[config.mk]
export PLATFORM = sky130hd
export DESIGN_NAME = axi_read_bridge_flat
export DESIGN_NICKNAME = d
export VERILOG_FILES = /design/src/ifetch_pkg.sv /design/src/refill_if.sv /design/src/axi_read_bridge.sv /design/src/flat_wrapper.sv
export VERILOG_INCLUDE_DIRS = /design/src
export SDC_FILE = /design/constraint.sdc
export NUM_CORES = 1
export LEC_CHECK = 0
export ABC_AREA = 1
export BUFFER_PORTS_ARGS = -buffer_cell sky130_fd_sc_hd__buf_2
export CAP_MARGIN = 20
export CORE_MARGIN = 4
export CORE_UTILIZATION = 30
export CTS_CLUSTER_SIZE = 10
export DETAILED_ROUTE_END_ITERATION = 6
export PLACE_DENSITY = 0.71
export SLEW_MARGIN = 20
export SYNTH_ARGS = -nofsm -noshare
export SYNTH_HDL_FRONTEND = slang
export SYNTH_SLANG_ARGS = --single-unit
export TNS_END_PERCENT = 100
[constraint.sdc]
create_clock -name clk -period 3 [get_ports clk]
set_clock_uncertainty 0.15 [all_clocks]
set_input_delay 0.45 -clock clk [delete_from_list [all_inputs] [get_ports clk]]
set_output_delay 0.45 -clock clk [all_outputs]
set_load 0.01 [all_outputs]
[src/ifetch_settings.svh]
`ifndef IFETCH_SETTINGS_SVH
`define IFETCH_SETTINGS_SVH

// number of TLB entries, each mapping an even/odd page pair
`define TLB_NUM 16

// cache index taken from address bits 11 to 4
`define IDX_BITS 8

// byte offset inside a 16-byte line
`define OFF_BITS 4

// 32-bit words per line refill burst
`define BURST_BEATS 4

`endif

[src/ifetch_pkg.sv]
`include "ifetch_settings.svh"

package ifetch_pkg;

    // virtual page pair number, address bits 31 to 13
    typedef logic [18:0] vpn2_t;

    // physical frame number, doubles as the cache tag
    typedef logic [19:0] pfn_t;

    typedef logic [7:0] asid_t;

    typedef logic [$clog2(`TLB_NUM)-1:0] tlb_idx_t;

    // 70 bits, even page first
    typedef struct packed {
        vpn2_t vpn2;
        asid_t asid;
        logic  g;
        pfn_t  pfn0;
        logic  v0;
        pfn_t  pfn1;
        logic  v1;
    } tlb_entry_t;

    typedef enum logic [2:0] {
        IDLE,
        LOOKUP,
        MISS,
        REFILL,
        DONE
    } icache_state_e;

    typedef enum logic [1:0] {
        AR_IDLE,
        AR_ADDR,
        AR_DATA
    } ar_state_e;

endpackage

[src/refill_if.sv]
interface refill_if;

    // line request, address is line aligned and physical
    logic        rd_req;
    logic [31:0] rd_addr;
    logic        rd_rdy;

    // returned beats, one word per ret_valid cycle
    logic        ret_valid;
    logic        ret_last;
    logic [31:0] ret_data;

    modport cache (
        output rd_req,
        output rd_addr,
        input  rd_rdy,
        input  ret_valid,
        input  ret_last,
        input  ret_data
    );

    modport bridge (
        input  rd_req,
        input  rd_addr,
        output rd_rdy,
        output ret_valid,
        output ret_last,
        output ret_data
    );

endinterface

[src/axi_read_bridge.sv]
module axi_read_bridge import ifetch_pkg::*; (
    input  logic         clk,
    input  logic         arst_n,
    refill_if.bridge     rf,
    output logic [31:0]  araddr,
    output logic         arvalid,
    input  logic         arready,
    input  logic [31:0]  rdata,
    input  logic         rlast,
    input  logic         rvalid,
    output logic         rready
);

    ar_state_e   state;
    ar_state_e   state_nxt;
    logic [31:0] addr_q;

    // one burst at a time
    assign rf.rd_rdy = (state == AR_IDLE);

    assign araddr  = addr_q;
    assign arvalid = (state == AR_ADDR);
    assign rready  = (state == AR_DATA);

    // R beats pass through without a buffer, stalls follow rvalid
    assign rf.ret_valid = (state == AR_DATA) && rvalid;
    assign rf.ret_last  = rlast;
    assign rf.ret_data  = rdata;

    always_comb begin
        state_nxt = state;
        case (state)
            AR_IDLE: begin
                if (rf.rd_req) begin
                    state_nxt = AR_ADDR;
                end
            end
            AR_ADDR: begin
                if (arready) begin
                    state_nxt = AR_DATA;
                end
            end
            AR_DATA: begin
                if (rvalid && rlast) begin
                    state_nxt = AR_IDLE;
                end
            end
            default: begin
                state_nxt = AR_IDLE;
            end
        endcase
    end

    always_ff @(posedge clk or negedge arst_n) begin
        if (!arst_n) begin
            state <= AR_IDLE;
        end else begin
            state <= state_nxt;
        end
    end

    // line address held until the AR handshake
    always_ff @(posedge clk) begin
        if ((state == AR_IDLE) && rf.rd_req) begin
            addr_q <= rf.rd_addr;
        end
    end

    a_araddr_hold: assert property (
        @(posedge clk) disable iff (!arst_n)
        (arvalid && !arready) |=> (arvalid && $stable(araddr))
    );

endmodule

[src/flat_wrapper.sv]
// flat-port wrapper written by rule: the top's interface ports become plain ports
module axi_read_bridge_flat import ifetch_pkg::*;
  (clk, arst_n, araddr, arvalid, arready, rdata, rlast, rvalid, rready, rf_rd_req, rf_rd_addr, rf_rd_rdy, rf_ret_valid, rf_ret_last, rf_ret_data);
  refill_if rf_i ();
  input  logic clk;
  input  logic arst_n;
  output logic [31:0] araddr;
  output logic arvalid;
  input  logic arready;
  input  logic [31:0] rdata;
  input  logic rlast;
  input  logic rvalid;
  output logic rready;
  input wire logic [$bits(rf_i.rd_req)-1:0] rf_rd_req;
  input wire logic [$bits(rf_i.rd_addr)-1:0] rf_rd_addr;
  output wire logic [$bits(rf_i.rd_rdy)-1:0] rf_rd_rdy;
  output wire logic [$bits(rf_i.ret_valid)-1:0] rf_ret_valid;
  output wire logic [$bits(rf_i.ret_last)-1:0] rf_ret_last;
  output wire logic [$bits(rf_i.ret_data)-1:0] rf_ret_data;
  assign rf_i.rd_req = rf_rd_req;
  assign rf_i.rd_addr = rf_rd_addr;
  assign rf_rd_rdy = rf_i.rd_rdy;
  assign rf_ret_valid = rf_i.ret_valid;
  assign rf_ret_last = rf_i.ret_last;
  assign rf_ret_data = rf_i.ret_data;
  axi_read_bridge u_core (.clk(clk), .arst_n(arst_n), .rf(rf_i), .araddr(araddr), .arvalid(arvalid), .arready(arready), .rdata(rdata), .rlast(rlast), .rvalid(rvalid), .rready(rready));
endmodule
# Word-level counts from Yosys, hierarchy flattened
# Index checks and enable logic that the tools add are counted.
[word_totals]
ff_bits = 34
in_bits = 70
out_inout_bits = 69
word_cells = 16
[classes]
n_eq_ne = 5
n_mux = 4
n_reduce_logical = 5
[op_table]
columns = ["op", "count"]
rows = [
  ["2-bit two-way mux", 3],
  ["2-bit case mux with 3 select lines", 1],
  ["2-bit by 1-bit != test with 1-bit output (second input constant)", 2],
  ["1-bit logical AND", 3],
  ["3-bit AND reduction", 1],
  ["2-bit by 1-bit == test with 1-bit output (second input constant)", 1],
  ["2-bit == test (second input constant)", 1],
  ["2-bit zero test", 1],
  ["2-bit != test (second input constant)", 1],
]

# Logic depth before layout (Yosys ltp)
[logic_depth]
word_depth = 3
depth_mapped = 3
mapped_depth_nobuf = 3

# Worst setup path before layout
# OpenSTA, ideal clock, no wires.
[synth_timing]
kind = "register to register"
start = "reg u_core.state[0]"
end = "reg u_core.addr_q[0] (netlist: u_core.araddr[0]), enable pin"
setup_time_ns = 0.387
arrival_ns = 1.308
required_time_ns = 2.463
path_slack_ns = 1.156
stages_incl_launch_ff = 4
n_path_buf = 0
period_less_slack_ns = 1.844
path_cell_list = "dfrtp_1 nor2_2 nand2_1 inv_1"
[synth_via]
elab_chain_len = 2
[synth_lines]
columns = ["element", "line_no", "source"]
rows = [
  ["start: declaration", "axi_read_bridge.sv:14", "ar_state_e state;"],
  ["start signal: assignment", "axi_read_bridge.sv:58", "state <= state_nxt;"],
  ["2-bit zero test", "n/a", ""],
  ["via rf_rd_rdy", "flat_wrapper.sv:16", "output wire logic [$bits(rf_i.rd_rdy)-1:0] rf_rd_rdy;"],
  ["1-bit logical AND", "axi_read_bridge.sv:64", "if ((state == AR_IDLE) && rf.rd_req) begin"],
  ["end signal: assignment", "axi_read_bridge.sv:65", "addr_q <= rf.rd_addr;"],
  ["end: declaration", "axi_read_bridge.sv:16", "logic [31:0] addr_q;"],
]
# The timed path passes the listed nets, and every way through them passes these cells.
# A chain may end at the register's enable or synchronous reset.

# Worst setup path after layout
[layout_timing]
start = "reg u_core.state[0]"
end = "reg u_core.addr_q[20] (netlist: u_core.araddr[20]), enable pin"
[layout_via]
elab_chain_len = 2
[layout_lines]
columns = ["element", "line_no"]
rows = [
  ["2-bit zero test", "axi_read_bridge.sv:64"],
  ["1-bit logical AND", "axi_read_bridge.sv:64"],
]
# Every way passes these cells.

==> flow_summary.json <==
{
  "ctsHoldBuffers": 1,
  "path_clk_slew_ns": 0.06,
  "num_rows": 23,
  "root_buffer": "clkbuf_8",
  "p_per_area_nw_per_um2": 793,
  "drc": 0,
  "gp_congestion": 0.675,
  "grt_pass1_vias": 760,
  "rr_startpoint": "u_core.state[0]",
  "start_util_pct": 31.9,
  "synth_cells": 81,
  "grt_pass1_wl_um": 3740,
  "cts_htree_levels": 2,
  "finalSetupViolCount": 0,
  "num_antenna_cells": 0,
  "drv_slew": 0,
  "grt_antenna_before_repair": 0,
  "routed_wl_um": 2720,
  "fin_crit_sh_pct": 62.8,
  "firstDrtPassIters": 3,
  "worst_pin_slew_ns": 0.585,
  "post-route-util_pct": 38.8,
  "port_buffers": 74,
  "ios": 139,
  "critPathArrivalTime_ns": 1.70,
  "start_kind": "flop",
  "holdCritPathClass": "primary input to flop",
  "outcome": "complete, no violations",
  "postCtsResizedCells": 0,
  "cp_max_fo": 17,
  "most-common-layout-cells": "buf_2, edfxtp_1, clkbuf_8",
  "clk_latency_ns": 0.27,
  "wl_per_cell_um": 15.0,
  "p_total_mw": 1.27,
  "ys_warn_count": 0,
  "endpoint_kind": "flop",
  "fillers": 397,
  "power_leakage_nw": 0.718,
  "rsz0062_at_grt": "no",
  "tns_ns": 0,
  "crit_chain": "nor2_2, nand2_1, inv_1, buf_4",
  "track_usage_pct": 9.81,
  "crit_path_start": "u_core.state[0]",
  "cts_buffer_depth": 2,
  "final_net_count": 201,
  "avgSynthCellArea_um2": 16.3,
  "via_count": 742,
  "numCtsBuffers": 5,
  "post_drt_via_cell_ratio": 4.08,
  "cts_setup_buffers": 0,
  "critical_path.endpoint": "u_core.araddr[20]",
  "cts.sinks": 34,
  "antenna_left": 0,
  "dp_hpwl_um": 2250,
  "crit_family": "buffers and inverters",
  "fmax_mhz": 531,
  "first_iter_violations": 11,
  "cap_viol_max_count": 0,
  "worstRegToRegCells": 4,
  "grt_max_degree": 18,
  "dieHeight_um": 74.4,
  "drive_gt1_share_pct": 62.1,
  "reg2reg_to": "u_core.araddr[20]",
  "synth_fp_nets": 151,
  "worst-setup-path-type": "flop to flop",
  "min_period_ns": 1.88,
  "grt_overflow": 0,
  "fin_cells": 182,
  "final_common_cell": "buf_2",
  "cp_slowest_stage_delay_ns": 0.44,
  "crit_buf_inv": 2,
  "die_area_um2": 5530,
  "worst_path_max_delay_cell": "inv_1",
  "ys_seq_area_share_pct": 76.4,
  "syn_to_final_growth_pct": 21.5,
  "required_ns": 2.82,
  "hold_violations": 0,
  "ys_seq_elements": 34,
  "vdd.ir_drop.worst_mv": 0.277,
  "dp.cells": 173,
  "die_x_um": 74.4,
  "r2r_slack_ns": 1.12,
  "syn-cell-area_um2": 1320,
  "tritoncts": "done",
  "hold_start": "rf_rd_addr[2]",
  "synthDistinctLibCells": 10,
  "relSlewSlack_pct": 60.9,
  "coreArea_um2": 4140,
  "crit_cells": 4
}
## routing by layer
metal | global-route usage (%) | share of wire (%) | vias up
met2 | 15.0 | 46 | 68
met3 | 7.43 | 18 | 15
met4 | 6.72 | 4.0 | 0
met5 | 0 | 0 | -
met1 | 8.99 | 31 | 317
li1 | - | - | 342
## cells by family (layout without fill, tap and decap cells)
group	after synthesis	count (layout)	share of synthesized area [%]
and+or+nand+nor	11	11	3.97
DFF	34	34	76.4
buffers and inverters	36	87	19.6
## cells in the mapped netlist
master	number	area, um^2
and3_1	1	6.26
nor2_1	2	7.51
dfrtp_1	2	50.1
edfxtp_1	32	961
nand2_1	4	15.0
nand3b_1	1	7.51
nor2_2	1	6.26
buf_4	33	248
inv_1	3	11.3
nand3_1	2	10.0
## per-stage QoR
stage	instance area, um^2	worst slack (ns)	hold slack [ns]
floorplan	1320	1.16	0.00441
global placement	1520	1.14	0.0885
detailed placement	1520	1.09	0.0895
CTS	1610	1.07	0.179
global route	1610	0.910	0.176
finish	1610	1.12	0.195
## worst min-delay path by stage
stage / end / slack (ns) / depth (start not counted)
final: u_core.araddr[2] / 0.20 / 1
after global routing: u_core.araddr[18] / 0.18 / 1
after CTS: u_core.araddr[28] / 0.18 / 1
after detailed placement: u_core.state[0] / 0.09 / 1
after global placement: u_core.state[0] / 0.09 / 1
after floorplan: u_core.state[0] / 0.004 / 0
## final cells by class
type	instances	area [um^2]	share of cell area, %
multi-input combinational	11	52.6	3.27
inverter	3	11.3	0.701
clock buffer	6	72.6	4.52
tap	50	62.6	3.89
sequential	34	1010	62.9
clock inverter	2	8.76	0.545
timing repair buffer	76	388	24.1
## power by group
group / internal, mW / switching (mW) / total [mW]
sequential: 0.649 / 0.0348 / 0.684
combinational: 0.107 / 0.178 / 0.285
clock: 0.159 / 0.146 / 0.305
total: 0.915 / 0.359 / 1.27
## registers in the layout (all words and copies together) (netlist names)
signal / count
u_core.araddr: 32
u_core.state: 2
(Power assumes the default switching activity.)
