## src/ifetch_settings.svh

```systemverilog
`ifndef IFETCH_SETTINGS_SVH
`define IFETCH_SETTINGS_SVH

// number of TLB entries, each mapping an even/odd page pair
`define TLB_NUM 16

// cache index taken from address bits 11 to 4
`define IDX_BITS 8

// byte offset inside a 16-byte line
`define OFF_BITS 4

// 32-bit words per line refill burst
`define BURST_BEATS 4

`endif

```

## src/ifetch_pkg.sv

```systemverilog
`include "ifetch_settings.svh"

package ifetch_pkg;

    // virtual page pair number, address bits 31 to 13
    typedef logic [18:0] vpn2_t;

    // physical frame number, doubles as the cache tag
    typedef logic [19:0] pfn_t;

    typedef logic [7:0] asid_t;

    typedef logic [$clog2(`TLB_NUM)-1:0] tlb_idx_t;

    // 70 bits, even page first
    typedef struct packed {
        vpn2_t vpn2;
        asid_t asid;
        logic  g;
        pfn_t  pfn0;
        logic  v0;
        pfn_t  pfn1;
        logic  v1;
    } tlb_entry_t;

    typedef enum logic [2:0] {
        IDLE,
        LOOKUP,
        MISS,
        REFILL,
        DONE
    } icache_state_e;

    typedef enum logic [1:0] {
        AR_IDLE,
        AR_ADDR,
        AR_DATA
    } ar_state_e;

endpackage

```

## src/tlb_search_if.sv

```systemverilog
interface tlb_search_if import ifetch_pkg::*; ();

    // request side
    vpn2_t vpn2;
    logic  odd_page;
    asid_t asid;

    // result side, found already includes the page valid bit
    logic  found;
    pfn_t  pfn;

    modport cache (
        output vpn2,
        output odd_page,
        output asid,
        input  found,
        input  pfn
    );

    modport search (
        input  vpn2,
        input  odd_page,
        input  asid,
        output found,
        output pfn
    );

endinterface

```

## src/tlb.sv

```systemverilog
`include "ifetch_settings.svh"

module tlb import ifetch_pkg::*; (
    input  logic        clk,
    input  logic        arst_n,
    input  logic        we,
    input  tlb_idx_t    w_index,
    input  tlb_entry_t  w_entry,
    tlb_search_if.search s
);

    tlb_entry_t          entries [`TLB_NUM];
    logic [`TLB_NUM-1:0] match;
    tlb_entry_t          sel;
    logic                sel_v;

    // small register file, cleared so no entry holds a valid page after reset
    always_ff @(posedge clk or negedge arst_n) begin
        if (!arst_n) begin
            for (int i = 0; i < `TLB_NUM; i++) begin
                entries[i] <= '0;
            end
        end else if (we) begin
            entries[w_index] <= w_entry;
        end
    end

    // parallel compare over all entries
    // an entry with neither page valid is treated as empty and never matches
    always_comb begin
        for (int i = 0; i < `TLB_NUM; i++) begin
            match[i] = (entries[i].vpn2 == s.vpn2)
                     && (entries[i].g || (entries[i].asid == s.asid))
                     && (entries[i].v0 || entries[i].v1);
        end
    end

    // one-hot select, so an or-reduction is enough
    always_comb begin
        sel = '0;
        for (int i = 0; i < `TLB_NUM; i++) begin
            if (match[i]) begin
                sel = sel | entries[i];
            end
        end
    end

    // bit 12 of the address picks the odd page
    assign sel_v   = s.odd_page ? sel.v1 : sel.v0;
    assign s.found = (|match) && sel_v;
    assign s.pfn   = s.odd_page ? sel.pfn1 : sel.pfn0;

    // software must never load overlapping mappings
    a_single_match: assert property (
        @(posedge clk) disable iff (!arst_n)
        $onehot0(match)
    );

endmodule

```

## src/flat_wrapper.sv

```systemverilog
// flat-port wrapper written by rule: the top's interface ports become plain ports
module tlb_flat import ifetch_pkg::*;
  (clk, arst_n, we, w_index, w_entry, s_vpn2, s_odd_page, s_asid, s_found, s_pfn);
  tlb_search_if s_i ();
  input  logic clk;
  input  logic arst_n;
  input  logic we;
  input  tlb_idx_t w_index;
  input  tlb_entry_t w_entry;
  input wire logic [$bits(s_i.vpn2)-1:0] s_vpn2;
  input wire logic [$bits(s_i.odd_page)-1:0] s_odd_page;
  input wire logic [$bits(s_i.asid)-1:0] s_asid;
  output wire logic [$bits(s_i.found)-1:0] s_found;
  output wire logic [$bits(s_i.pfn)-1:0] s_pfn;
  assign s_i.vpn2 = s_vpn2;
  assign s_i.odd_page = s_odd_page;
  assign s_i.asid = s_asid;
  assign s_found = s_i.found;
  assign s_pfn = s_i.pfn;
  tlb u_core (.clk(clk), .arst_n(arst_n), .we(we), .w_index(w_index), .w_entry(w_entry), .s(s_i));
endmodule
```

## config.mk

```make
export PLATFORM = sky130hd
export DESIGN_NAME = tlb_flat
export DESIGN_NICKNAME = d
export VERILOG_FILES = /design/src/ifetch_pkg.sv /design/src/tlb_search_if.sv /design/src/tlb.sv /design/src/flat_wrapper.sv
export VERILOG_INCLUDE_DIRS = /design/src
export SDC_FILE = /design/constraint.sdc
export NUM_CORES = 2
export LEC_CHECK = 0
export ABC_CLOCK_PERIOD_IN_PS = 4900
export CORE_ASPECT_RATIO = 0.7
export CORE_MARGIN = 10
export CORE_UTILIZATION = 50
export DETAILED_ROUTE_END_ITERATION = 7
export DONT_BUFFER_PORTS = 1
export GPL_TIMING_DRIVEN = 0
export HOLD_SLACK_MARGIN = 0.05
export PLACE_DENSITY = 0.67
export SYNTH_ARGS = -nofsm -noshare
export SYNTH_HDL_FRONTEND = slang
export SYNTH_SLANG_ARGS = --single-unit
```

## constraint.sdc

```tcl
create_clock -name clk -period 4.9 [get_ports clk]
set_clock_uncertainty 0.2 [all_clocks]
set_input_delay 0.735 -clock clk [delete_from_list [all_inputs] [get_ports clk]]
set_output_delay 0.735 -clock clk [all_outputs]
set_load 0.02 [all_outputs]
```

# Yosys cells after proc, flatten, opt, wreduce, memory -nomap -nowiden
# Index checks and enable logic that the tools add are counted.
[word_totals]
wordCells = 250
output_inout_bits = 21
register_bits = 1120
inputBits = 105
[op_classes]
n_eq_ne = 32
muxes = 21
bitwise_logic = 16
n_lt_le_gt_ge = 2
n_reduce_logical = 67
[op_table]
columns = ["op", "count"]
rows = [
  ["1120-bit bitwise mux", 1],
  ["42-bit two-way mux", 16],
  ["42-bit OR", 15],
  ["19-bit equality test", 16],
  ["70-bit demux with 4-bit select", 1],
  ["8-bit equality test", 16],
  ["70-bit two-way mux", 1],
  ["1-bit logical AND", 34],
  ["1-bit logical OR", 32],
  ["20-bit two-way mux", 1],
  ["16-bit OR reduction", 1],
  ["5-bit >= comparator (second input constant)", 1],
  ["5-bit by 1-bit < comparator with 1-bit output (second input constant)", 1],
  ["4-bit inverter with 5-bit output", 1],
  ["1-bit two-way mux", 1],
]

# Longest topological paths before layout
[depth]
word_depth = 37
depth_mapped = 13
depth_no_buf = 8

# Worst setup path after synthesis
# OpenSTA, ideal clock, no wires.
[synth_path]
kind = "input to output"
startpoint = "input s_vpn2[11]"
endpoint = "output s_found"
n_path_buf = 3
required_time_ns = 3.965
path_stages = 10
setup_slack_ns = 1.342
t_arrival_ns = 2.623
cell_sequence = "buf_6 > buf_6 > xor2_1 > or4_4 > nor3_2 > buf_4 > a22oi_1 > nand4_1 > nor3_1 > nor3_2"
[synth_via]
elab_chain_cells = 36
elab_cells_between_ends = 82
classes_between = "16 x eq/ne; 17 x mux; 15 x bitwise; 34 x reduce/logical"
[synth_lines]
columns = ["element", "line_no", "rtl"]
rows = [
  ["start, declared", "flat_wrapper.sv:10", "input wire logic [$bits(s_i.vpn2)-1:0] s_vpn2;"],
  ["19-bit equality test", "tlb.sv:32", "match[i] = (entries[i].vpn2 == s.vpn2)"],
  ["1-bit logical AND", "tlb.sv:33", "&& (entries[i].g || (entries[i].asid == s.asid))"],
  ["1-bit logical AND", "tlb.sv:34", "&& (entries[i].v0 || entries[i].v1);"],
  ["42-bit two-way mux", "tlb.sv:42", "if (match[i]) begin"],
  ["42-bit OR", "tlb.sv:43", "sel = sel | entries[i];"],
  ["42-bit two-way mux", "tlb.sv:42", ""],
  ["42-bit OR", "tlb.sv:43", ""],
  ["42-bit two-way mux", "tlb.sv:42", ""],
  ["(+20 left out)", "-", ""],
  ["42-bit OR", "tlb.sv:43", ""],
  ["42-bit two-way mux", "tlb.sv:42", ""],
  ["42-bit OR", "tlb.sv:43", ""],
  ["42-bit two-way mux", "tlb.sv:42", ""],
  ["42-bit OR", "tlb.sv:43", ""],
  ["42-bit two-way mux", "tlb.sv:42", ""],
  ["1-bit two-way mux", "tlb.sv:49", "assign sel_v = s.odd_page ? sel.v1 : sel.v0;"],
  ["1-bit logical AND *", "tlb.sv:50", "assign s.found = (|match) && sel_v;"],
  ["end, declared", "flat_wrapper.sv:13", "output wire logic [$bits(s_i.found)-1:0] s_found;"],
]
# Every way passes the cells marked *; elsewhere a longest branch is shown, timed or not.

# Worst setup path after layout
[layout_path]
startpoint = "input s_asid[6]"
endpoint = "output s_pfn[2]"
[layout_via]
elab_chain_cells = 36
elab_cells_between_ends = 96
classes_between = "16 x eq/ne; 17 x mux; 15 x bitwise; 48 x reduce/logical"
[layout_lines]
columns = ["element", "line_no", "rtl"]
rows = [
  ["start, declared", "flat_wrapper.sv:12", "input wire logic [$bits(s_i.asid)-1:0] s_asid;"],
  ["8-bit equality test", "tlb.sv:33", ""],
  ["1-bit logical OR", "tlb.sv:33", ""],
  ["1-bit logical AND", "tlb.sv:33", ""],
  ["1-bit logical AND", "tlb.sv:34", ""],
  ["42-bit two-way mux", "tlb.sv:42", ""],
  ["42-bit OR", "tlb.sv:43", ""],
  ["42-bit two-way mux", "tlb.sv:42", ""],
  ["42-bit OR", "tlb.sv:43", ""],
  ["(+20 left out)", "-", ""],
  ["42-bit two-way mux", "tlb.sv:42", ""],
  ["42-bit OR", "tlb.sv:43", ""],
  ["42-bit two-way mux", "tlb.sv:42", ""],
  ["42-bit OR", "tlb.sv:43", ""],
  ["42-bit two-way mux", "tlb.sv:42", ""],
  ["42-bit OR", "tlb.sv:43", ""],
  ["42-bit two-way mux *", "tlb.sv:42", ""],
  ["20-bit two-way mux *", "tlb.sv:51", "assign s.pfn = s.odd_page ? sel.pfn1 : sel.pfn0;"],
  ["end, declared", "flat_wrapper.sv:14", "output wire logic [$bits(s_i.pfn)-1:0] s_pfn;"],
]
# Marked as above.

==> out/qor.csv <==
metric,value,unit
largestRegisters,u_core.entries: 1120 flops,
core,0.1006,mm²
fillers,8097,
drt_iter0_markers,4423,
cts_tree,built,
violations,"max-capacitance violations, max-slew violations, negative setup slack",
rsz0062_at_grt,true,
ys_warn_count,0,
pre_cts_ws,-792.3,ps
cts.clk_slew.worst_paths,60,ps
syn-num-nets,3762,
worst_pin_slew,1707,ps
start_util,50.64,%
setup_slack,-134.6,ps
synth-edff-count,0,
syn_area,0.05095,mm²
p_leak,0.02414,µW
ys_seq_elements,1120,
placed_cell_area,0.05269,mm²
fin_nets,3960,
cp_slowest_cell,nand4_1,
cts_made_buffers,108,
post-route-period-util,102.7,%
cts.sinks,1120,
cts_root_buffer,clkbuf_16,
cts_htree_levels,3,
powerDensity,436.2,mW/mm²
dr_total_vias,34650,
hold_violations,0,
drive_above_1_share,37.99,%
timing.rr.start,u_core.entries[960]$_DFFE_PN0P_,
fin_util,57.35,%
synthCells,3657,
top_level_ports,126,
grt_pass1_wl,257.9,mm
place_hpwl,121.2,mm
port_buffers,0,
dr.pass1.iters,6,
maxCapViolations,1,
cpPeakStageDelay,720,ps
report.power.total,25170,µW
cp_cell_sequence,"buf_4, buf_8, xor2_1, nor4_2, a21oi_4, nor3_4, buf_12, buf_8, buf_12, a22oi_1, nand4_1, o22a_4",
cp-start-kind,input port,
slew_headroom,-13.79,%
path_class,in -> out,
seq_area_frac_synth,55.01,%
grt_pass1_vias,33690,
report.final.slew_viol_count,224,
largest_reg_flops,1120,
stdcell_area,0.05770,mm²
antenna_found_initial,22,
period_needed,5035,ps
drc,0,
rrSetupSlack,3800,ps
status,"finished, violations left",
cp_max_fo,10,
regMostFlops,u_core.entries,
die-height,287.1,µm
grt_start_max_net_pins,1121,
startpoint,s_asid[6],
viasPerCell,6.533,
row_count,97,
drt-total-wl,185.6,mm
worstPathArrival,4100,ps
track_usage,31.22,%
drt.antenna.violating_nets,0,
setup_violations,11,
overflow,0,
avgSynthCellArea,13.93,µm²
wl_per_cell,34.99,µm
min_from,u_core.entries[1065]$_DFFE_PN0P_,
die_w,401.5,µm
async_flop_share,100.0,%
place.gp.congestion,0.9297,
dieArea,0.1153,mm²
syn2layout_area_growth,13.26,%
cp.required,3960,ps
fmax,198.6,MHz
yosysUniqueCellTypes,38,
peakVddDrop,299.2,µV
insertion_delay,730,ps
critPathCaptureType,output port,
synthFlopType,dfrtp_1,
clockBufferDepth,3,
hp-class,reg -> reg,
## through the flow
| step | std cells | setup TNS [ps] | hold WS (ps) |
|---|---|---|---|
| finish | 5303 | -405.4 | 306.6 |
| global route | 5285 | -55.43 | 311.7 |
| CTS | 5265 | -93.89 | -404.0 |
| detailed placement | 4997 | -9416 | 292.7 |
| global placement | 4993 | -14200 | 286.8 |
| floorplan | 3657 | 0 | 239.4 |
## where the power goes
part / leakage [µW] / internal (µW) / switching, µW
sequential: 0.0137 / 11400 / 1340
clock: 0.00168 / 4560 / 3790
combinational: 0.00872 / 2310 / 1770
total: 0.0241 / 18300 / 6890
## critical path: cells and delay by family
kind	cells	cell delay [ps]
AO/OA/AOI/OAI	3	1210
AND/OR/NAND/NOR	3	890
XOR/XNOR	1	220
buffers and inverters	5	980
## path summary, 6_finish.rpt
kind,to,cells after the start
max,s_pfn[2],12
min,u_core.entries[1065]$_DFFE_PN0P_,1
max reg2reg,u_core.entries[960]$_DFFE_PN0P_,2
min reg2reg,u_core.entries[1065]$_DFFE_PN0P_,1
max in group asynchronous,u_core.entries[1064]$_DFFE_PN0P_,5
min in group asynchronous,u_core.entries[954]$_DFFE_PN0P_,2
## cells by family (layout without fill, tap and decap cells)
group	Yosys count	after routing	share of synthesized area, %
buf+inv	318	601	3.544
mux	1120	1120	24.76
other cells	0	27	0
simple gates	299	299	3.423
flops	1120	1120	55.01
compound gates	368	368	5.825
xor+xnor	432	432	7.441
## Yosys cell counts, types with 3 or more instances
library cell / n / area, µm²
dfrtp_1: 1120 / 28030
nor3_2: 10 / 100.1
a41o_1: 8 / 80.08
nand3_1: 37 / 185.2
buf_12: 4 / 80.08
mux2_2: 1120 / 12610
a22oi_2: 3 / 37.54
a22o_1: 41 / 359.1
nand2_1: 27 / 101.4
a221oi_2: 5 / 75.07
or4_1: 7 / 52.55
buf_2: 32 / 160.2
buf_6: 45 / 506.7
buf_4: 36 / 270.3
nor3_1: 21 / 105.1
a21oi_1: 29 / 145.1
a22oi_1: 170 / 1276
nor4_1: 60 / 375.4
buf_8: 3 / 45.04
clkbuf_1: 191 / 716.9
and3_1: 10 / 62.56
nand2b_1: 3 / 18.77
xor2_1: 243 / 2128
a222oi_1: 40 / 400.4
nand4_1: 105 / 656.9
nor2_1: 15 / 56.30
a221oi_1: 35 / 306.5
xnor2_1: 188 / 1647
o21ai_0: 13 / 65.06
buf_1: 7 / 26.28
o22a_1: 20 / 175.2
## layout by cell type, fill, tap and decap left out, drive strengths merged
cell type	synthesis	layout
mux2	1120	1120
a2111oi	1	1
xnor2	188	188
a221oi	40	40
o22a	20	20
dlygate4sd3	0	71
and3	10	10
nor2b	1	1
buf	127	144
nor2	15	15
or4	8	8
a41o	8	8
o21ai	14	14
nor4	60	60
a222oi	40	40
a21oi	29	29
clkinvlp	0	3
a22o	41	41
clkbuf	191	357
nand3	37	37
a22oi	173	173
diode	0	27
inv	0	3
xor2	244	244
nor3	31	31
or3	2	2
bufinv	0	3
clkinv	0	20
o21a	2	2
nand2b	3	3
dfrtp	1120	1120
nand4	105	105
nand2	27	27
## routing by layer
metal  GRT usage [%]  vias up  share of wire (%)
li1                -    13760                  -
met3           12.97      364                 13
met4           10.04       12                3.3
met1           44.77    18510                 43
met2           42.17     2001                 40
met5          0.7516        -              0.043
## final cells by class
type	count	area, µm²	share of cell area, %
multi-input cells	2219	21490	37.25
repair buffers	90	1010	1.750
well taps	1336	1672	2.897
clock inverters	29	309.0	0.5356
diodes	27	67.56	0.1171
plain buffers	316	1993	3.454
clock buffers	166	3131	5.425
flip-flops and latches	1120	28030	48.57
## what timing repair did
| item | CTS | global route |
|---|---|---|
| pin swaps | 18 | 18 |
| setup buffers | 5 | 4 |
| setup endpoints to repair | 21 | 18 |
| hold endpoints to repair | 1540 | 294 |
| hold buffers | 70 | 2 |
| resized for setup | 68 | 66 |
(Power assumes the default switching activity.)
